[config.mk]
export PLATFORM = sky130hd
export DESIGN_NAME = periph_bus_top
export DESIGN_NICKNAME = d
export VERILOG_FILES = /design/src/hdl/periph_pkg.sv /design/src/hdl/credit_fifo.sv /design/src/hdl/code_capture.sv /design/src/hdl/addr_decode.sv /design/src/hdl/periph_regs.sv /design/src/hdl/periph_bus_top.sv
export SDC_FILE = /design/constraint.sdc
export NUM_CORES = 1
export LEC_CHECK = 0
export ABC_AREA = 1
export BUFFER_PORTS_ARGS = -buffer_cell sky130_fd_sc_hd__buf_2
export CAP_MARGIN = 30
export CORE_ASPECT_RATIO = 1.25
export CORE_MARGIN = 8
export CORE_UTILIZATION = 30
export CTS_BUF_LIST = sky130_fd_sc_hd__clkbuf_8
export DETAILED_ROUTE_END_ITERATION = 8
export SYNTH_ARGS = -nofsm -noshare
export SYNTH_HDL_FRONTEND = slang
export SYNTH_SLANG_ARGS = --single-unit
[constraint.sdc]
create_clock -name clk -period 2.66 [get_ports clk]
set_clock_uncertainty 0.05 [all_clocks]
set_input_delay 0.133 -clock clk [delete_from_list [all_inputs] [get_ports clk]]
set_output_delay 0.133 -clock clk [all_outputs]
set_load 0.02 [all_outputs]
[src/hdl/periph_pkg.sv]
//------------------------------
// Peripheral bus package
// Address map, widths, queue depths and payloads
//------------------------------
package periph_pkg;

    localparam int ADDR_W = 32;
    localparam int DATA_W = 32;
    localparam int CODE_W = 8;

    // Region nibble in address bits 31..28
    localparam logic [3:0] REGION_PERIPH = 4'h2;

    // Device field in address bits 15..12
    localparam logic [3:0] DEV_DISPLAY = 4'h1;
    localparam logic [3:0] DEV_UART    = 4'h2;
    localparam logic [3:0] DEV_KBD     = 4'h5;
    localparam logic [3:0] DEV_SD      = 4'h6;

    // Register offsets in address bits 11..0
    localparam logic [11:0] OFS_DATA   = 12'h000;
    localparam logic [11:0] OFS_STATUS = 12'h004;
    localparam logic [11:0] OFS_CODE   = 12'h004;

    // Queue depths, also the credits each producer starts with
    localparam int REQ_DEPTH  = 4;
    localparam int UART_DEPTH = 16;
    localparam int KBD_DEPTH  = 8;

    typedef logic [CODE_W-1:0] code_t;

    typedef struct packed {
        logic              we;
        logic [ADDR_W-1:0] addr;
        logic [DATA_W-1:0] wdata;
    } bus_req_t;

    typedef enum logic [2:0] {
        TGT_NONE,
        TGT_DISPLAY,
        TGT_UART_DATA,
        TGT_UART_STATUS,
        TGT_KBD_STATUS,
        TGT_KBD_CODE,
        TGT_SD
    } dev_e;

    typedef struct packed {
        logic              we;
        dev_e              target;
        logic [DATA_W-1:0] wdata;
    } dec_req_t;

    typedef struct packed {
        logic [DATA_W-1:0] rdata;
    } bus_rsp_t;

endpackage

[src/hdl/credit_fifo.sv]
//------------------------------
// Credit FIFO
// Circular queue, one credit back per dequeue
//------------------------------
`timescale 1ns/1ns

module credit_fifo #(
    parameter type T     = logic [7:0],
    parameter int  DEPTH = 4
) (
    input  logic clk,
    input  logic reset_i,
    input  logic enq_i,
    input  T     enq_data_i,
    input  logic deq_i,
    output T     deq_data_o,
    output logic empty_o,
    output logic credit_o
);

    localparam int PTR_W = (DEPTH > 1) ? $clog2(DEPTH) : 1;
    localparam int CNT_W = $clog2(DEPTH + 1);

    T mem [DEPTH];

    logic [PTR_W-1:0] wr_ptr;
    logic [PTR_W-1:0] rd_ptr;
    logic [CNT_W-1:0] count;
    logic             do_deq;

    assign empty_o    = (count == '0);
    assign deq_data_o = mem[rd_ptr];
    assign do_deq     = deq_i && !empty_o;

    always_ff @(posedge clk) begin
        if (enq_i) begin
            mem[wr_ptr] <= enq_data_i;
        end
    end

    always_ff @(posedge clk) begin
        if (reset_i) begin
            wr_ptr   <= '0;
            rd_ptr   <= '0;
            count    <= '0;
            credit_o <= 1'b0;
        end else begin
            // Credit goes back one cycle after the entry leaves
            credit_o <= do_deq;
            if (enq_i) begin
                wr_ptr <= (wr_ptr == PTR_W'(DEPTH - 1)) ? '0 : wr_ptr + 1'b1;
            end
            if (do_deq) begin
                rd_ptr <= (rd_ptr == PTR_W'(DEPTH - 1)) ? '0 : rd_ptr + 1'b1;
            end
            case ({enq_i, do_deq})
                2'b10:   count <= count + 1'b1;
                2'b01:   count <= count - 1'b1;
                default: count <= count;
            endcase
        end
    end

    // Producer must hold a credit for every entry it pushes
    assert property (@(posedge clk) disable iff (reset_i) enq_i |-> (count < DEPTH))
        else $error("credit_fifo: enqueue while full");

    assert property (@(posedge clk) disable iff (reset_i) deq_i |-> !empty_o)
        else $error("credit_fifo: dequeue while empty");

endmodule

[src/hdl/code_capture.sv]
//------------------------------
// Code capture
// Admits strobed codes against queue credits
//------------------------------
`timescale 1ns/1ns

module code_capture import periph_pkg::*; #(
    parameter int DEPTH = 8
) (
    input  logic  clk,
    input  logic  reset_i,
    input  logic  strobe_i,
    input  code_t code_i,
    input  logic  credit_i,
    output logic  enq_o,
    output code_t enq_data_o,
    output logic  overflow_o
);

    localparam int CNT_W = $clog2(DEPTH + 1);

    logic [CNT_W-1:0] credits;
    logic             admit;

    assign admit = strobe_i && (credits != '0);

    always_ff @(posedge clk) begin
        if (reset_i) begin
            credits    <= CNT_W'(DEPTH);
            enq_o      <= 1'b0;
            overflow_o <= 1'b0;
        end else begin
            enq_o <= admit;
            case ({admit, credit_i})
                2'b10:   credits <= credits - 1'b1;
                2'b01:   credits <= credits + 1'b1;
                default: credits <= credits;
            endcase
            // Sticky, a lost code stays reported
            if (strobe_i && !admit) begin
                overflow_o <= 1'b1;
            end
        end
    end

    always_ff @(posedge clk) begin
        if (admit) begin
            enq_data_o <= code_i;
        end
    end

    assert property (@(posedge clk) disable iff (reset_i) credits <= DEPTH)
        else $error("code_capture: credit count above queue depth");

endmodule

[src/hdl/addr_decode.sv]
//------------------------------
// Address decode stage
// Pops requests and picks the target register
//------------------------------
`timescale 1ns/1ns

module addr_decode import periph_pkg::*; (
    input  logic     clk,
    input  logic     reset_i,
    input  logic     req_empty_i,
    input  bus_req_t req_i,
    output logic     req_deq_o,
    output logic     dec_valid_o,
    output dec_req_t dec_o
);

    logic [3:0]  region;
    logic [3:0]  dev_field;
    logic [11:0] ofs;
    dev_e        target;

    assign region    = req_i.addr[ADDR_W-1 -: 4];
    assign dev_field = req_i.addr[15:12];
    assign ofs       = req_i.addr[11:0];

    // Register stage never stalls, so take the head whenever present
    assign req_deq_o = !req_empty_i;

    always_comb begin
        target = TGT_NONE;
        if (region == REGION_PERIPH) begin
            case (dev_field)
                DEV_DISPLAY: begin
                    if (ofs == OFS_DATA) begin
                        target = TGT_DISPLAY;
                    end
                end
                DEV_UART: begin
                    if (ofs == OFS_DATA) begin
                        target = TGT_UART_DATA;
                    end else if (ofs == OFS_STATUS) begin
                        target = TGT_UART_STATUS;
                    end
                end
                DEV_KBD: begin
                    // Keyboard status sits at offset 0
                    if (ofs == OFS_DATA) begin
                        target = TGT_KBD_STATUS;
                    end else if (ofs == OFS_CODE) begin
                        target = TGT_KBD_CODE;
                    end
                end
                DEV_SD: begin
                    if (ofs == OFS_DATA) begin
                        target = TGT_SD;
                    end
                end
                default: begin
                    target = TGT_NONE;
                end
            endcase
        end
    end

    always_ff @(posedge clk) begin
        if (reset_i) begin
            dec_valid_o <= 1'b0;
        end else begin
            dec_valid_o <= req_deq_o;
        end
    end

    always_ff @(posedge clk) begin
        if (req_deq_o) begin
            dec_o <= '{we: req_i.we, target: target, wdata: req_i.wdata};
        end
    end

endmodule

[src/hdl/periph_regs.sv]
//------------------------------
// Peripheral register stage
// Device registers, queue pops and responses
//------------------------------
`timescale 1ns/1ns

module periph_regs import periph_pkg::*; (
    input  logic     clk,
    input  logic     reset_i,

    input  logic     dec_valid_i,
    input  dec_req_t dec_i,

    input  logic     uart_empty_i,
    input  code_t    uart_head_i,
    output logic     uart_deq_o,
    input  logic     uart_tx_busy_i,
    output logic     uart_tx_strobe_o,
    output code_t    uart_tx_data_o,

    input  logic     kbd_empty_i,
    input  code_t    kbd_head_i,
    output logic     kbd_deq_o,
    input  logic     kbd_overflow_i,

    input  logic     sd_miso_i,
    output logic     sd_sclk_o,
    output logic     sd_csn_o,
    output logic     sd_mosi_o,

    output logic [7:0] display_o,

    output logic     rsp_valid_o,
    output logic     rsp_we_o,
    output bus_rsp_t rsp_rdata_o
);

    localparam int PAD_W = DATA_W - CODE_W;

    logic              wr;
    logic              display_we;
    logic              sd_we;
    logic              tx_we;
    logic [DATA_W-1:0] rd_data;
    code_t             uart_code_r;
    code_t             kbd_code_r;

    assign wr         = dec_valid_i && dec_i.we;
    assign display_we = wr && (dec_i.target == TGT_DISPLAY);
    assign sd_we      = wr && (dec_i.target == TGT_SD);
    assign tx_we      = wr && (dec_i.target == TGT_UART_DATA);

    // Status write moves the queue head into the latched code
    assign uart_deq_o = wr && (dec_i.target == TGT_UART_STATUS) && !uart_empty_i;
    assign kbd_deq_o  = wr && (dec_i.target == TGT_KBD_STATUS) && !kbd_empty_i;

    always_comb begin
        rd_data = '0;
        case (dec_i.target)
            TGT_UART_DATA: begin
                rd_data = {{PAD_W{1'b0}}, uart_code_r};
            end
            TGT_UART_STATUS: begin
                rd_data = {{(DATA_W-2){1'b0}}, !uart_empty_i, uart_tx_busy_i};
            end
            TGT_KBD_STATUS: begin
                rd_data = {{(DATA_W-2){1'b0}}, kbd_overflow_i, !kbd_empty_i};
            end
            TGT_KBD_CODE: begin
                rd_data = {{PAD_W{1'b0}}, kbd_code_r};
            end
            TGT_SD: begin
                rd_data = {{(DATA_W-1){1'b0}}, sd_miso_i};
            end
            default: begin
                // Display is write only, unmapped reads give zero
                rd_data = '0;
            end
        endcase
    end

    always_ff @(posedge clk) begin
        if (reset_i) begin
            display_o        <= 8'd0;
            {sd_sclk_o, sd_csn_o, sd_mosi_o} <= 3'b010;
            uart_tx_strobe_o <= 1'b0;
            rsp_valid_o      <= 1'b0;
        end else begin
            rsp_valid_o      <= dec_valid_i;
            uart_tx_strobe_o <= tx_we;
            if (display_we) begin
                display_o <= dec_i.wdata[7:0];
            end
            // Chip select is written active high, driven active low
            if (sd_we) begin
                {sd_sclk_o, sd_csn_o, sd_mosi_o} <=
                    {dec_i.wdata[2], ~dec_i.wdata[1], dec_i.wdata[0]};
            end
        end
    end

    always_ff @(posedge clk) begin
        if (tx_we) begin
            uart_tx_data_o <= dec_i.wdata[CODE_W-1:0];
        end
        if (uart_deq_o) begin
            uart_code_r <= uart_head_i;
        end
        if (kbd_deq_o) begin
            kbd_code_r <= kbd_head_i;
        end
        if (dec_valid_i) begin
            rsp_we_o          <= dec_i.we;
            rsp_rdata_o.rdata <= dec_i.we ? '0 : rd_data;
        end
    end

endmodule

[src/hdl/periph_bus_top.sv]
//------------------------------
// Peripheral bus top
// Request queue, code queues and pipeline stages
//------------------------------
`timescale 1ns/1ns

module periph_bus_top import periph_pkg::*; (
    input  logic              clk,
    input  logic              reset_i,

    input  logic              req_valid_i,
    input  logic              req_we_i,
    input  logic [ADDR_W-1:0] req_addr_i,
    input  logic [DATA_W-1:0] req_wdata_i,
    output logic              req_credit_o,

    output logic              rsp_valid_o,
    output logic              rsp_we_o,
    output bus_rsp_t          rsp_rdata_o,

    input  logic              uart_rx_valid_i,
    input  code_t             uart_rx_data_i,
    input  logic              uart_tx_busy_i,
    output logic              uart_tx_strobe_o,
    output code_t             uart_tx_data_o,

    input  logic              kbd_strobe_i,
    input  code_t             kbd_code_i,

    input  logic              sd_miso_i,
    output logic              sd_sclk_o,
    output logic              sd_csn_o,
    output logic              sd_mosi_o,

    output logic [7:0]        display_o
);

    // Request path
    bus_req_t req_in;
    bus_req_t req_head;
    logic     req_empty;
    logic     req_deq;
    logic     dec_valid;
    dec_req_t dec;

    // UART receive path
    logic     uart_enq;
    code_t    uart_enq_data;
    logic     uart_deq;
    code_t    uart_head;
    logic     uart_empty;
    logic     uart_credit;

    // Keyboard path
    logic     kbd_enq;
    code_t    kbd_enq_data;
    logic     kbd_deq;
    code_t    kbd_head;
    logic     kbd_empty;
    logic     kbd_credit;
    logic     kbd_overflow;

    assign req_in = '{we: req_we_i, addr: req_addr_i, wdata: req_wdata_i};

    credit_fifo #(.T(bus_req_t), .DEPTH(REQ_DEPTH)) req_fifo (
        .clk(clk), .reset_i(reset_i),
        .enq_i(req_valid_i), .enq_data_i(req_in),
        .deq_i(req_deq), .deq_data_o(req_head),
        .empty_o(req_empty), .credit_o(req_credit_o)
    );

    code_capture #(.DEPTH(UART_DEPTH)) uart_capture (
        .clk(clk), .reset_i(reset_i),
        .strobe_i(uart_rx_valid_i), .code_i(uart_rx_data_i),
        .credit_i(uart_credit),
        .enq_o(uart_enq), .enq_data_o(uart_enq_data),
        .overflow_o()
    );

    credit_fifo #(.T(code_t), .DEPTH(UART_DEPTH)) uart_fifo (
        .clk(clk), .reset_i(reset_i),
        .enq_i(uart_enq), .enq_data_i(uart_enq_data),
        .deq_i(uart_deq), .deq_data_o(uart_head),
        .empty_o(uart_empty), .credit_o(uart_credit)
    );

    code_capture #(.DEPTH(KBD_DEPTH)) kbd_capture (
        .clk(clk), .reset_i(reset_i),
        .strobe_i(kbd_strobe_i), .code_i(kbd_code_i),
        .credit_i(kbd_credit),
        .enq_o(kbd_enq), .enq_data_o(kbd_enq_data),
        .overflow_o(kbd_overflow)
    );

    credit_fifo #(.T(code_t), .DEPTH(KBD_DEPTH)) kbd_fifo (
        .clk(clk), .reset_i(reset_i),
        .enq_i(kbd_enq), .enq_data_i(kbd_enq_data),
        .deq_i(kbd_deq), .deq_data_o(kbd_head),
        .empty_o(kbd_empty), .credit_o(kbd_credit)
    );

    addr_decode decode (
        .clk(clk), .reset_i(reset_i),
        .req_empty_i(req_empty), .req_i(req_head), .req_deq_o(req_deq),
        .dec_valid_o(dec_valid), .dec_o(dec)
    );

    periph_regs regs (
        .clk(clk), .reset_i(reset_i),
        .dec_valid_i(dec_valid), .dec_i(dec),
        .uart_empty_i(uart_empty), .uart_head_i(uart_head), .uart_deq_o(uart_deq),
        .uart_tx_busy_i(uart_tx_busy_i),
        .uart_tx_strobe_o(uart_tx_strobe_o), .uart_tx_data_o(uart_tx_data_o),
        .kbd_empty_i(kbd_empty), .kbd_head_i(kbd_head), .kbd_deq_o(kbd_deq),
        .kbd_overflow_i(kbd_overflow),
        .sd_miso_i(sd_miso_i), .sd_sclk_o(sd_sclk_o),
        .sd_csn_o(sd_csn_o), .sd_mosi_o(sd_mosi_o),
        .display_o(display_o),
        .rsp_valid_o(rsp_valid_o), .rsp_we_o(rsp_we_o), .rsp_rdata_o(rsp_rdata_o)
    );

endmodule

# [Yosys cells after proc, flatten, opt, wreduce, memory -nomap -nowiden]
# Memories as Yosys holds them, arrays and structs flattened. A register that Yosys moved wholly into a read port is not among the register bits.
# Cells that the tools add are included.
[totals] ff_bits=127 ram_bits=452 out_inout_bits=55 mem_count=3
[memory_table] memory="req_fifo.mem" words=4 width=65 read_ports=1 rd_clocked_by_memory_dff=1 wr=1 line="credit_fifo.sv:24" rtl="T mem [DEPTH];"
[memory_table] memory="uart_fifo.mem" words=16 width=8 read_ports=1 rd_clocked_by_memory_dff=1 wr=1 line="credit_fifo.sv:24"
[memory_table] memory="kbd_fifo.mem" words=8 width=8 read_ports=1 rd_clocked_by_memory_dff=1 wr=1 line="credit_fifo.sv:24"
[op_classes] add_sub_neg=16 n_eq_ne=28 mux=27 n_bitwise=1 reduce_logical=28
[ops] op="8-bit one-hot mux with 5 select lines" n=1
[ops] op="5-bit one-hot mux with 2 select lines" n=2
[ops] op="3-bit two-way mux" n=6
[ops] op="4-bit by 1-bit adder with 4-bit output (second input constant)" n=4
[ops] op="4-bit one-hot mux with 2 select lines" n=2
[ops] op="3-bit equality test (second input constant)" n=5
[ops] op="2-bit equality test (second input constant)" n=7
[ops] op="1-bit logical AND" n=13
[ops] op="12-bit by 3-bit equality test with 1-bit output (second input constant)" n=1
[ops] op="12-bit zero test" n=1
[ops] op="3-bit one-hot mux with 4 select lines" n=1
[ops] op="5-bit by 1-bit adder with 5-bit output (second input constant)" n=2
[ops] op="2-bit by 1-bit equality test with 1-bit output (second input constant)" n=5
[ops] op="2-bit two-way mux" n=5
[ops] op="2-bit nonzero test" n=5
[ops] op="5-bit by 1-bit subtractor with 5-bit output (second input constant)" n=2
[ops] op="3-bit by 1-bit adder with 3-bit output (second input constant)" n=3
[ops] op="4-bit by 2-bit equality test with 1-bit output (second input constant)" n=2
[ops] op="4-bit by 3-bit equality test with 1-bit output (second input constant)" n=2
[ops] op="4-bit equality test (second input constant)" n=2
[ops] op="4-bit two-way mux" n=2
[ops] op="4-bit by 1-bit subtractor with 4-bit output (second input constant)" n=2
[ops] op="1-bit two-way mux" n=7
[ops] op="3-bit by 2-bit equality test with 1-bit output (second input constant)" n=2
[ops] op="12 further kinds" n=16

# [Depth between registers and ports, before layout]
# Gate-level depths: netlist of the first run.
[depth] word_depth=6 depth_mapped=15

# [Hierarchy]
# A second synthesis of the first run with hierarchy kept.
[hier_totals] hier_cells=1886 hier_area_um2=24345.8
[modules_own_cells] module="credit_fifo at req_fifo" instances=1 cells_each=696 area_each_um2=10457.5
[modules_own_cells] module="credit_fifo at uart_fifo" instances=1 cells_each=544 area_each_um2=6197.2
[modules_own_cells] module="credit_fifo at kbd_fifo" instances=1 cells_each=273 area_each_um2=3203.1
[modules_own_cells] module="periph_regs" instances=1 cells_each=168 area_each_um2=1943.1
[modules_own_cells] module="addr_decode" instances=1 cells_each=82 area_each_um2=1301.2
[modules_own_cells] module="code_capture at uart_capture" instances=1 cells_each=70 area_each_um2=668.1
[modules_own_cells] module="code_capture at kbd_capture" instances=1 cells_each=53 area_each_um2=575.6

# [Worst setup path after synthesis of the first run]
# No wires, ideal clock.
[synth_path] path_type="register to register" startpoint="reg kbd_capture.credits[0]" endpoint="reg kbd_capture.credits[3]" arrival_ns=2.178 required_time_ns=2.487 setup_slack_ns=0.309 stages_incl_launch_ff=13 n_path_buf=0 period_less_slack_ns=2.351 path_cell_list="dfxtp_1 nor4_1 nor2_1 inv_1 ha_1 inv_1 ha_1 a21oi_1 nand2_1 a21oi_1 o21ai_0 a21oi_1 o21ai_0"
[synth_via] elab_chain_len=4 elab_cells_between_ends=8
[synth_lines] element="start, declared" line="code_capture.sv:22" rtl="logic [CNT_W-1:0] credits;"
[synth_lines] element="start signal, assigned" line="code_capture.sv:29" rtl="credits <= CNT_W'(DEPTH);"
[synth_lines] element="start signal, assigned" line="code_capture.sv:35" rtl="2'b10: credits <= credits - 1'b1;"
[synth_lines] element="start signal, assigned" line="code_capture.sv:36" rtl="2'b01: credits <= credits + 1'b1;"
[synth_lines] element="4-bit nonzero test (*)" line="code_capture.sv:25" rtl="assign admit = strobe_i && (credits != '0);"
[synth_lines] element="1-bit logical AND (*)" line="code_capture.sv:25"
[synth_lines] element="named net kbd_capture.admit" line="code_capture.sv:23" rtl="logic admit;"
[synth_lines] element="2-bit by 1-bit equality test with 1-bit output or 2-bit equality test (tied branches)" line="code_capture.sv:34" rtl="case ({admit, credit_i})"
[synth_lines] element="4-bit one-hot mux with 2 select lines or 2-bit nonzero test (tied branches)"
# The timed path passes the listed nets; every way through them passes the cells marked *.
# A chain may end at the register's enable or synchronous reset.

# [Worst setup path after layout of the first run]
[layout_path] startpoint="reg decode.dec_o[34] in the netlist's numbering" endpoint="reg uart_fifo.count[4]"
[layout_via] elab_chain_len=6 elab_cells_between_ends=8
[layout_lines] element="start, declared" line="addr_decode.sv:14" rtl="output dec_req_t dec_o"
[layout_lines] element="start signal, assigned" line="addr_decode.sv:75" rtl="dec_o <= '{we: req_i.we, target: target, wdata: req_i.wdata};"
[layout_lines] element="3-bit by 2-bit equality test with 1-bit output (*)" line="periph_regs.sv:54" rtl="assign uart_deq_o = wr && (dec_i.target == TGT_UART_STATUS) && !uart_empty_i;"
[layout_lines] element="1-bit logical AND (*) (2 in series)" line="periph_regs.sv:54"
[layout_lines] element="1-bit logical AND (*)" line="credit_fifo.sv:33" rtl="assign do_deq = deq_i && !empty_o;"
[layout_lines] element="named net uart_fifo.do_deq" line="credit_fifo.sv:29" rtl="logic do_deq;"
[layout_lines] element="2-bit by 1-bit equality test with 1-bit output or 2-bit equality test (tied branches)" line="credit_fifo.sv:56" rtl="case ({enq_i, do_deq})"
[layout_lines] element="5-bit one-hot mux with 2 select lines or 2-bit nonzero test (tied branches)"
[layout_lines] element="end signal, assigned" line="credit_fifo.sv:57" rtl="2'b10: count <= count + 1'b1;"
[layout_lines] element="end signal, assigned" line="credit_fifo.sv:58" rtl="2'b01: count <= count - 1'b1;"
[layout_lines] element="end signal, assigned" line="credit_fifo.sv:59" rtl="default: count <= count;"
[layout_lines] element="end, declared" line="credit_fifo.sv:28" rtl="logic [CNT_W-1:0] count;"
# Marks and branches as above.

==> run summary, run 1 <==
Util after Layout = 0.360
switching share of power = 0.279
synthesized area = 17400 sq um
Die W = 231 microns
Power Density = 771 nW/um^2
EDFF count, synth = 369
CP Launch Point = decode.dec_o[34]
flops & latches, synth = 429
I/O pin cnt = 143
vias in the first global route = 11500
post-synthesis cell type count = 42
hpwl dp = 25100 microns
largest net degree at the start of global routing = 68
Starting Density = 0.304
CP Buf/Inv Count = 1
Core Region = 57300 sq um
maximum root-to-sink buffer count = 3
dpl cell area = 18700 sq um
Post-Route WL = 38800 microns
total grt overflow = 0
Skew-Pair Late Insertion Delay = 640 ps
GRT Util Overall = 0.118
Clock Pin Slew Worst Setup and Hold Paths = 60 ps
share of post-route cells with drive strength above 1 = 0.137
Inst Count DP = 2275
H-Tree Depth = 3
flop-to-flop setup slack = 290 ps
Critical Path Sink Type = flip-flop
FF-to-FF path depth = 14
gp weighted congestion = 0.798
CP Max Fanout = 6
Crit path largest cell delay = 470 ps
CTS tree = built
CP top delay family = simple AND/OR/NAND/NOR gates
Peak Freq = 422 MHz
Final Hold Fails = 0
final number of setup-violating endpoints = 0
Via-to-Cell Ratio = 4.50
status = finished, final reports clean
Cells after Synth = 1466
asr flop ratio synth = 0
CP Depth = 14
Int Power = 11.5 mW
# DRC = 0
TNS Setup = 0 ps
Die H = 285 microns
Relative slew margins = 0.452
syn avg cell area = 11.9 sq um
Arr. time, crit path = 2870 ps
fin cells = 2464
Final Max Tran Viols = 0
CP cell instances = nor3_2 > nand2_1 > nor2_2 > ha_1 > xor2_1 > ha_1 > inv_1 > nand2_1 > nand3_1 > nand2_1 > nand2_1 > nand2_1 > nand2_1 > a21oi_1
Net Sw Power = 4.43 mW
final worst-path cycle share = 0.891
die area = 66000 sq um
worst r2r dst = uart_fifo.count[4]
Crit-path slowest cell = edfxtp_1
clock power share = 0.356
actual slew at the worst max-slew pin = 818 ps
RSZ-0062 raised after global routing = no
crit path to = uart_fifo.count[4]
DRT Pass-1 Iters = 5
hold depth = 5
ys flop type = edfxtp_1
cell mode on critical path = nand2_1
Req. time, crit path = 3160 ps
clk sinks = 429
RR Startpoint = decode.dec_o[34]
port bufs = 82
Logic pwr share = 0.132
Peak VDD IR = 473 uV
row count = 98
Seq/Total Area, Yosys = 0.706
Routed WL per cell = 15.7 microns
worst min path class = in2reg
global-route wire length before repair = 61800 microns
kind of critical path = reg2reg
NumNets Final = 1772
max_cap viols = 0
setup repair bufs after CTS = 0
Via Count = 11100
fin area = 20600 sq um
Fillers = 5551
initial DRC count = 663
final period demand of the worst path = 2370 ps
CTS Buf Count = 73
Post-DRT Antenna Nets = 0
initial antenna violation count = 2
Worst setup SP type = flip-flop
YS warnings = 0
Flop pwr share = 0.513
Leak = 7.69 nW
Layout area overhead = 18.4%
clk root buf = clkbuf_8
==> metrics by stage <==
step	total power [mW]	hold WS (ps)	setup WS, ps
after floorplan	9.65	182	309
after global placement	10.3	262	404
after detailed placement	10.3	262	310
after CTS	16.1	6.50	294
after global routing	16.7	74.3	19.5
final	15.9	75.0	289
==> power by group through the flow <==
| stage | logic [mW] | clock network [mW] | registers [mW] |
|---|---|---|---|
| final | 2.09 | 5.65 | 8.14 |
| after global routing | 2.38 | 6.13 | 8.19 |
| after CTS | 2.12 | 5.83 | 8.15 |
| after detailed placement | 2.05 | 0 | 8.29 |
| after global placement | 1.99 | 0 | 8.27 |
| after floorplan | 1.39 | 0 | 8.26 |
==> flip-flops by register name, summed over array words and instances (netlist names), 4 cells and up, named ones only <==
name / count
uart_fifo.count: 5
regs.uart_tx_data_o: 8
regs.display_o: 8
uart_fifo.mem: 128
req_fifo.mem: 116
uart_capture.credits: 5
kbd_fifo.count: 4
kbd_fifo.mem: 64
uart_fifo.rd_ptr: 4
regs.kbd_code_r: 8
uart_capture.enq_data_o: 8
uart_fifo.wr_ptr: 4
decode.dec_o: 12
kbd_capture.credits: 4
regs.uart_code_r: 8
kbd_capture.enq_data_o: 8
regs.rsp_rdata_o: 8
==> area by class of cell <==
type / instances / area (sq um) / area share
flip-flops and latches: 429 / 12300 / 0.597
multi-input cells: 883 / 4370 / 0.212
repair buffers: 164 / 1200 / 0.0585
clock buffers: 77 / 1060 / 0.0515
well taps: 750 / 938 / 0.0456
inverters: 100 / 378 / 0.0184
clock inverters: 59 / 354 / 0.0172
diodes: 2 / 5.00 / 0.000243
==> what timing repair did <==
item	in CTS	in global routing
hold endpoints to repair	157	0
gates resized for setup	0	2
hold buffers	51	0
setup endpoints to repair	0	2
==> cells by family after synthesis <==
family / after synthesis / synth area share
AO/OA/AOI/OAI: 238 / 0.0808
XOR/XNOR: 11 / 0.00554
adder cells (fa/ha/maj): 33 / 0.0250
buffers and inverters: 177 / 0.0479
flip-flops: 429 / 0.706
multiplexers: 1 / 0.000576
other: 1 / 0.000216
AND/OR/NAND/NOR: 576 / 0.134
==> cell usage in the layout (no fill, tap or decap), drive strengths merged, types with 3 or more instances in the layout <==
cell type,instances
buf,113
clkinv,29
o211ai,18
inv,126
dfxtp,60
a22oi,6
a21oi,38
clkbuf,77
ha,30
edfxtp,369
nor2,316
fa,3
nand2,177
dlygate4sd3,51
nor3,9
o32ai,32
conb,24
xor2,9
nand3,63
o21ai,129
nand4,4
o22ai,9
nand3b,5
==> cell usage after synthesis, types with 8 or more instances <==
cell      instances  area (sq um)
nand2_1         174           653
nor2_1          312          1170
buf_2            19          95.1
ha_1             30           375
o211ai_1         18           135
o32ai_1          32           280
o21ai_0         126           631
inv_1            96           360
xor2_1            9          78.8
clkbuf_1         23          86.3
a21oi_1          36           180
nand3_1          60           300
o22ai_1           9          56.3
edfxtp_1        369         11100
buf_4            26           195
dfxtp_1          60          1200
nor3_1            8          40.0
==> worst min path at each step <==
stage | from | to | slack, ps
floorplan | kbd_code_i[0] | kbd_capture.enq_data_o[0] | 180
global placement | uart_rx_data_i[3] | uart_capture.enq_data_o[3] | 260
detailed placement | uart_rx_data_i[0] | uart_capture.enq_data_o[0] | 260
CTS | uart_tx_busy_i | regs.rsp_rdata_o[0] | 7
global route | uart_tx_busy_i | regs.rsp_rdata_o[0] | 70
finish | uart_tx_busy_i | regs.rsp_rdata_o[0] | 80
==> layer usage <==
layer  vias up  part of all wire  global-route usage
met3        61             0.057              0.0279
met2       254              0.50               0.206
met5         -                 0                   0
li1       5467                 -                   -
met4         0             0.025              0.0474
met1      5306              0.41               0.137
==> tightest hold or removal path, cell delays in order <==
cell	delay, ps
buf_2	140
nand2_1	60
nand4_1	130
a21oi_1	60
nor2_1	90
Power figures use the tool's default switching activity.
==> run 2: changes to the inputs <==
--- a/config.mk
+++ b/config.mk
@@ -9,10 +9,10 @@
 export BUFFER_PORTS_ARGS = -buffer_cell sky130_fd_sc_hd__buf_2
 export CAP_MARGIN = 30
 export CORE_ASPECT_RATIO = 1.25
-export CORE_MARGIN = 8
-export CORE_UTILIZATION = 30
+export CORE_UTILIZATION = 58
 export CTS_BUF_LIST = sky130_fd_sc_hd__clkbuf_8
 export DETAILED_ROUTE_END_ITERATION = 8
+export PLACE_DENSITY = 0.78
 export SYNTH_ARGS = -nofsm -noshare
 export SYNTH_HDL_FRONTEND = slang
 export SYNTH_SLANG_ARGS = --single-unit
==> run 2 against run 1 <==
  * Via count is 2.3% higher
  * Combinational power hardly changed
  * Sequential share of layout area is 1.9 points higher
==> run summary, run 2 (synthesized netlist as in run 1, its figures left out) <==
status = finished, final reports clean
max reg flops = 128 (unchanged)
initial antenna violation count = 2 (unchanged)
final worst-path cycle share = 0.881 (-0.0108)
total grt overflow = 0 (unchanged)
GRT Util Overall = 0.239 (+0.121)
Core Region = 29300 sq um (-49%)
Flop pwr share = 0.531 (+0.018)
Fillers = 2016 (-64%)
flop-to-flop setup slack = 320 ps (+30 ps)
row count = 70 (-29%)
# DRC = 0 (unchanged)
Layout area overhead = 14.7%
clk sinks = 429 (unchanged)
share of post-route cells with drive strength above 1 = 0.128 (-0.00828)
Reg with most FFs = uart_fifo.mem
Multi-input gate area = 4370 sq um (about the same)
Post-DRT Antenna Nets = 0 (unchanged)
Final Max Tran Viols = 0 (unchanged)
RR Startpoint = kbd_capture.credits[0]
Logic pwr share = 0.136 (+0.004)
switching share of power = 0.270 (-0.00852)
global-route wire length before repair = 55900 microns (-9.5%)
Req. time, crit path = 3100 ps (-60 ps)
FF-to-FF path depth = 12 (-2)
Net Sw Power = 4.13 mW (-6.6%)
Crit path largest cell delay = 380 ps (-90 ps)
Via Count = 11300 (+2.3%)
Crit-path slowest cell = nor4_1
Arr. time, crit path = 2780 ps (-90 ps)
Power Density = 767 nW/um^2 (-0.55%)
Post-Route WL = 35800 microns (-7.7%)
final number of setup-violating endpoints = 0 (unchanged)
TNS Setup = 0 ps (unchanged)
Peak VDD IR = 568 uV (+20%)
Worst setup SP type = flip-flop
most common cell after layout, fill and taps aside = edfxtp_1
hold depth = 5 (unchanged)
vias in the first global route = 11400 (-0.42%)
Final Hold Fails = 0 (unchanged)
hpwl dp = 22200 microns (-11%)
Via-to-Cell Ratio = 5.43 (+21%)
Leak = 7.54 nW (-1.9%)
kind of critical path = reg2reg
I/O pin cnt = 143 (unchanged)
Worst Hold Endpoint = regs.rsp_rdata_o[0]
final total power = 15.3 mW (-3.7%)
actual slew at the worst max-slew pin = 916 ps (+97.4 ps)
port bufs = 82 (unchanged)
Storage cell area = 12300 sq um (unchanged)
WHS = 59.0 ps (-16.0 ps)
max_cap viols = 0 (unchanged)
CP cell instances = nor4_1 > nor2_1 > inv_1 > ha_1 > inv_1 > ha_1 > a21oi_1 > nand2_1 > a21oi_1 > o21ai_0 > a21oi_1 > o21ai_0
most frequent cells in the layout = edfxtp_1 (369), nor2_1 (312), nand2_1 (174)
CP Max Fanout = 5 (-1)
H-Tree Depth = 2 (-1)
Int Power = 11.2 mW (-2.5%)
clock power share = 0.333 (-0.023)
Skew-Pair Late Insertion Delay = 620 ps (-20 ps)
Peak Freq = 427 MHz (+1.2%)
initial DRC count = 722 (+8.9%)
cell mode on critical path = a21oi_1
Placement Setup Slack = 297 ps (-12.5 ps)
maximum root-to-sink buffer count = 3 (unchanged)
Starting Density = 0.593 (+0.289)
Critical Path Sink Type = flip-flop
Die W = 157 microns (-32%)
gp weighted congestion = 0.877 (+9.9%)
DRT Pass-1 Iters = 5 (unchanged)
Top Registers = uart_fifo.mem (128), req_fifo.mem (116), kbd_fifo.mem (64)
Relative slew margins = 0.389 (-0.0638)
PnR worst setup slack = 317 ps (+28.8 ps)
Clock Pin Slew Worst Setup and Hold Paths = 60 ps (about the same)
RSZ-0062 raised after global routing = no
clk root buf = clkbuf_8
Util after Layout = 0.680 (+0.320)
worst min path class = in2reg
final period demand of the worst path = 2340 ps (-28.8 ps)
CTS Buf Count = 61 (-16%)
Min-Delay Startpoint = uart_tx_busy_i
Routed WL per cell = 17.1 microns (+8.9%)
Die H = 196 microns (-31%)
largest net degree at the start of global routing = 67 (-1.5%)
CTS tree = built
die area = 30700 sq um (-53%)
worst r2r dst = kbd_capture.credits[3]
NumNets Final = 1759 (-0.73%)
run 2: cell count changes in the layout (fill, tap and decap cells not counted), sizes merged:
cell,change
buf,-1
inv,-13
diode,-1
clkbuf,-9
clkinvlp,+1
bufinv,+1
clkinv,-1
run 2: stage by stage:
step | cells | instance area, sq um
2_1_floorplan | 1489 | 17500
3_3_place_gp | 1918 | 18200
3_5_place_dp | 1919 | 18200
4_1_cts | 2085 | 19900
5_1_grt | 2087 | 19900
6_report | 2087 | 19900
run 2: cell type report:
| cell class | count | share of cell area |
|---|---|---|
| diodes | 1 | 0.000125 |
| clock buffers | 68 | 0.0469 |
| clock inverters | 47 | 0.0144 |
| inverters | 100 | 0.0189 |
| multi-input cells | 883 | 0.219 |
| flip-flops and latches | 429 | 0.616 |
| well taps | 396 | 0.0248 |
| repair buffers | 163 | 0.0597 |
run 2: timing repair:
| item | in CTS | in global routing |
|---|---|---|
| hold buffers | 51 | 0 |
| hold endpoints to repair | 154 | 0 |
| setup buffers | 0 | 1 |
| resized for setup | 0 | 1 |
| setup endpoints to repair | 0 | 1 |
run 2: worst max path at each step:
stage | start | to | slack [ps]
floorplan | kbd_capture.credits[0] | kbd_capture.credits[3] | 310
global placement | decode.dec_o[35] | kbd_fifo.count[2] | 410
detailed placement | decode.dec_o[35] | kbd_fifo.count[2] | 300
CTS | decode.dec_o[35] | kbd_fifo.count[2] | 270
global route | kbd_capture.credits[0] | kbd_capture.credits[3] | 10
finish | kbd_capture.credits[0] | kbd_capture.credits[3] | 320
run 2: per-layer routing:
metal | vias up | wire [microns] | global-route usage
met5 | - | 13 | 0
met1 | 5364 | 13500 | 0.271
met2 | 426 | 18500 | 0.418
li1 | 5437 | - | -
met3 | 112 | 2280 | 0.0475
met4 | 2 | 1430 | 0.136
run 2: critical path, delay by kind of cell (launching register included):
family,cells,cell delay [ps]
compound gates,5,630
simple gates,3,560
fa+ha+maj,2,470
flops,1,360
buf+inv,2,180
run 2: power groups by stage:
| stage | clock network [mW] | logic [mW] | registers (mW) |
|---|---|---|---|
| after global routing | 5.43 | 2.33 | 8.16 |
| after detailed placement | 0 | 1.98 | 8.28 |
| after CTS | 5.14 | 2.05 | 8.14 |
| after global placement | 0 | 1.90 | 8.25 |
| after floorplan | 0 | 1.39 | 8.26 |
| final | 5.09 | 2.09 | 8.12 |
==> run 3: changes to the inputs <==
--- a/config.mk
+++ b/config.mk
@@ -10,9 +10,9 @@
 export CAP_MARGIN = 30
 export CORE_ASPECT_RATIO = 1.25
 export CORE_UTILIZATION = 58
-export CTS_BUF_LIST = sky130_fd_sc_hd__clkbuf_8
 export DETAILED_ROUTE_END_ITERATION = 8
-export PLACE_DENSITY = 0.78
+export PLACE_DENSITY = 0.76
 export SYNTH_ARGS = -nofsm -noshare
 export SYNTH_HDL_FRONTEND = slang
+export SYNTH_HIERARCHICAL = 1
 export SYNTH_SLANG_ARGS = --single-unit
==> run 3 against run 2 <==
  * Sequential cell count increased by 8
  * Total power rose by 6.4%
  * Largest cell class unchanged
  * Critical endpoint is now uart_fifo/count[4]
  * First-iteration DRC count increased by 12%
  * Sequential share of layout area down 1.3 points
  * Highest routed layer unchanged
  * Design area increased by 3.6%
  * Sequential power up 2%
  * Largest power group unchanged
  * Synthesized area grew 4.9%
  * Cell count rose by 0.67%
==> run summary, run 3 <==
status = finished, final reports clean
n_diodes = 0 (-1)
kind of critical path = reg2reg
global-route wire length before repair = 56700 microns (+1.4%)
clk sinks = 437 (+1.9%)
Critical Path Sink Type = flip-flop
final worst-path cycle share = 0.902 (+0.0210)
Fillers = 2199 (+9.1%)
Via-to-Cell Ratio = 5.40 (-0.66%)
Post-DRT Antenna Nets = 0 (unchanged)
GRT Util Overall = 0.224 (-0.0149)
RSZ-0062 raised after global routing = no
met1 usage = 0.272 (+0.00102)
YS warnings = 6 (+6)
# DRC = 0 (unchanged)
NumNets Final = 1783 (+1.4%)
FF-to-FF path depth = 18 (+6)
CTS tree = built
Worst setup SP type = flip-flop
vias in the first global route = 11200 (-1.4%)
Leak = 7.74 nW (+2.6%)
port bufs = 82 (unchanged)
final number of setup-violating endpoints = 0 (unchanged)
share of post-route cells with drive strength above 1 = 0.150 (+0.0215)
row count = 72 (+2.9%)
Via Count = 11300 (+0.0088%)
Layout area overhead = 13.2%
max_cap viols = 0 (unchanged)
TNS Setup = 0 ps (unchanged)
syn avg cell area = 12.0 sq um (+0.80%)
Peak Freq = 417 MHz (-2.3%)
Die H = 200 microns (+2.4%)
Min-Delay Startpoint = reset_i
flop-to-flop setup slack = 260 ps (-60 ps)
clk root buf = clkbuf_16
Cells after Synth = 1526 (+4.1%)
layer with the highest usage = met2
Starting Density = 0.589 (-0.00392)
max reg flops = 128 (unchanged)
Routed WL per cell = 16.8 microns (-1.8%)
Arr. time, crit path = 2780 ps (about the same)
Req. time, crit path = 3040 ps (-60 ps)
Skew-Pair Late Insertion Delay = 530 ps (-90 ps)
Final Max Tran Viols = 0 (unchanged)
gp weighted congestion = 0.793 (-9.6%)
Die W = 161 microns (+2.4%)
most frequent cells in the layout = edfxtp_1 (369), nand2_1 (177), nor2_1 (168)
DRT Pass-1 Iters = 7 (+2)
worst r2r dst = uart_fifo/count[4]
Relative slew margins = 0.435 (+0.0463)
Final Hold Fails = 0 (unchanged)
hpwl dp = 21800 microns (-2.0%)
Top Registers = uart_fifo/mem (128), req_fifo/mem (116), kbd_fifo/mem (64)
CTS Buf Count = 41 (-33%)
initial DRC count = 807 (+12%)
Reg with most FFs = uart_fifo/mem
maximum root-to-sink buffer count = 3 (unchanged)
initial antenna violation count = 1 (-1)
RR Startpoint = uart_fifo/count[0]
total grt overflow = 0 (unchanged)
final period demand of the worst path = 2400 ps (+56.0 ps)
hold depth = 2 (-3)
worst min path class = in2reg
largest net degree at the start of global routing = 65 (-3.0%)
I/O pin cnt = 143 (unchanged)
GR Util met3 = 0.0375 (-0.0100)
CP Max Fanout = 6 (+1)
fin area = 20700 sq um (+3.6%)
die area = 32200 sq um (+4.9%)
final total power = 16.3 mW (+6.4%)
Core Region = 31000 sq um (+5.6%)
met2 Track Usage GR = 0.392 (-0.0259)
dpl cell area = 18900 sq um (+3.7%)
most common cell after layout, fill and taps aside = edfxtp_1
Post-Route WL = 35400 microns (-1.1%)
Clock Pin Slew Worst Setup and Hold Paths = 60 ps (about the same)
Peak VDD IR = 598 uV (+5.2%)
Worst Hold Endpoint = req_fifo/wr_ptr[0]
actual slew at the worst max-slew pin = 844 ps (-71.4 ps)
synthesized area = 18200 sq um (+4.9%)
H-Tree Depth = 2 (unchanged)
Power Density = 788 nW/um^2 (+2.7%)
[run 3: metal layers]
layer / vias to the layer above / share of wire / wire length [microns]
li1: 5521 / - / -
met1: 5372 / 0.39 / 13900
met2: 364 / 0.52 / 18200
met3: 83 / 0.056 / 1980
met4: 2 / 0.035 / 1240
met5: - / 0.00037 / 13
[run 3: worst max-delay path: stages (launching register included)]
cell and delay [ps]:
dfxtp_1 400, nor2_1 70, nand4_1 100, inv_1 50
nand3b_2 230, nor2_4 110, nand2_1 90, inv_2 130
ha_4 180, nor2_1 50, nor2_1 160, ha_1 180
inv_1 40, nand2_1 90, nand3_1 110, nand3_1 80
nand3_1 80, nand2_1 70, inv_1 40
[run 3: worst max path at each step]
stage | from | to | slack, ps | depth (start not counted)
6_report | uart_fifo/count[0] | uart_fifo/count[4] | 260 | 18
4_1_cts | uart_fifo/count[0] | uart_fifo/count[4] | 100 | 20
3_3_place_gp | uart_fifo/count[0] | uart_fifo/count[4] | 200 | 20
5_1_grt | kbd_fifo/count[1] | kbd_fifo/count[2] | 30 | 17
2_1_floorplan | decode/dec_o[34] | uart_fifo/count[2] | 90 | 16
3_5_place_dp | decode/dec_o[33] | kbd_fifo/count[2] | 140 | 14
[run 3: cell type report]
| class | instances | area, sq um | area share |
|---|---|---|---|
| Timing Repair Buffer | 171 | 1220 | 0.0592 |
| Clock buffer | 61 | 1180 | 0.0572 |
| Tap cell | 407 | 509 | 0.0247 |
| Inverter | 160 | 608 | 0.0294 |
| Multi-Input combinational cell | 853 | 4600 | 0.223 |
| Sequential cell | 437 | 12400 | 0.603 |
| Clock inverter | 12 | 87.6 | 0.00424 |
[run 3: what timing repair did]
action / CTS / global route
buffers inserted: 0 / 4
endpoints found under the setup margin: 0 / 3
gates resized for setup: 0 / 5
endpoints found under the hold margin: 137 / 0
hold buffers: 48 / 0
[run 3: through the flow]
stage	hold slack, ps	instances	util	setup slack (ps)
floorplan	150	1549	-	87.9
global placement	261	1976	0.609	204
detailed placement	261	1976	0.609	140
CTS	5.60	2097	0.665	104
global route	24.4	2101	0.666	28.6
finish	26.5	2101	0.666	262
[run 3: power breakdown]
group	switching, mW	internal, mW	total [mW]
sequential	0.293	7.98	8.27
clock	2.36	3.17	5.53
combinational	1.66	0.820	2.48
total	4.31	12.0	16.3
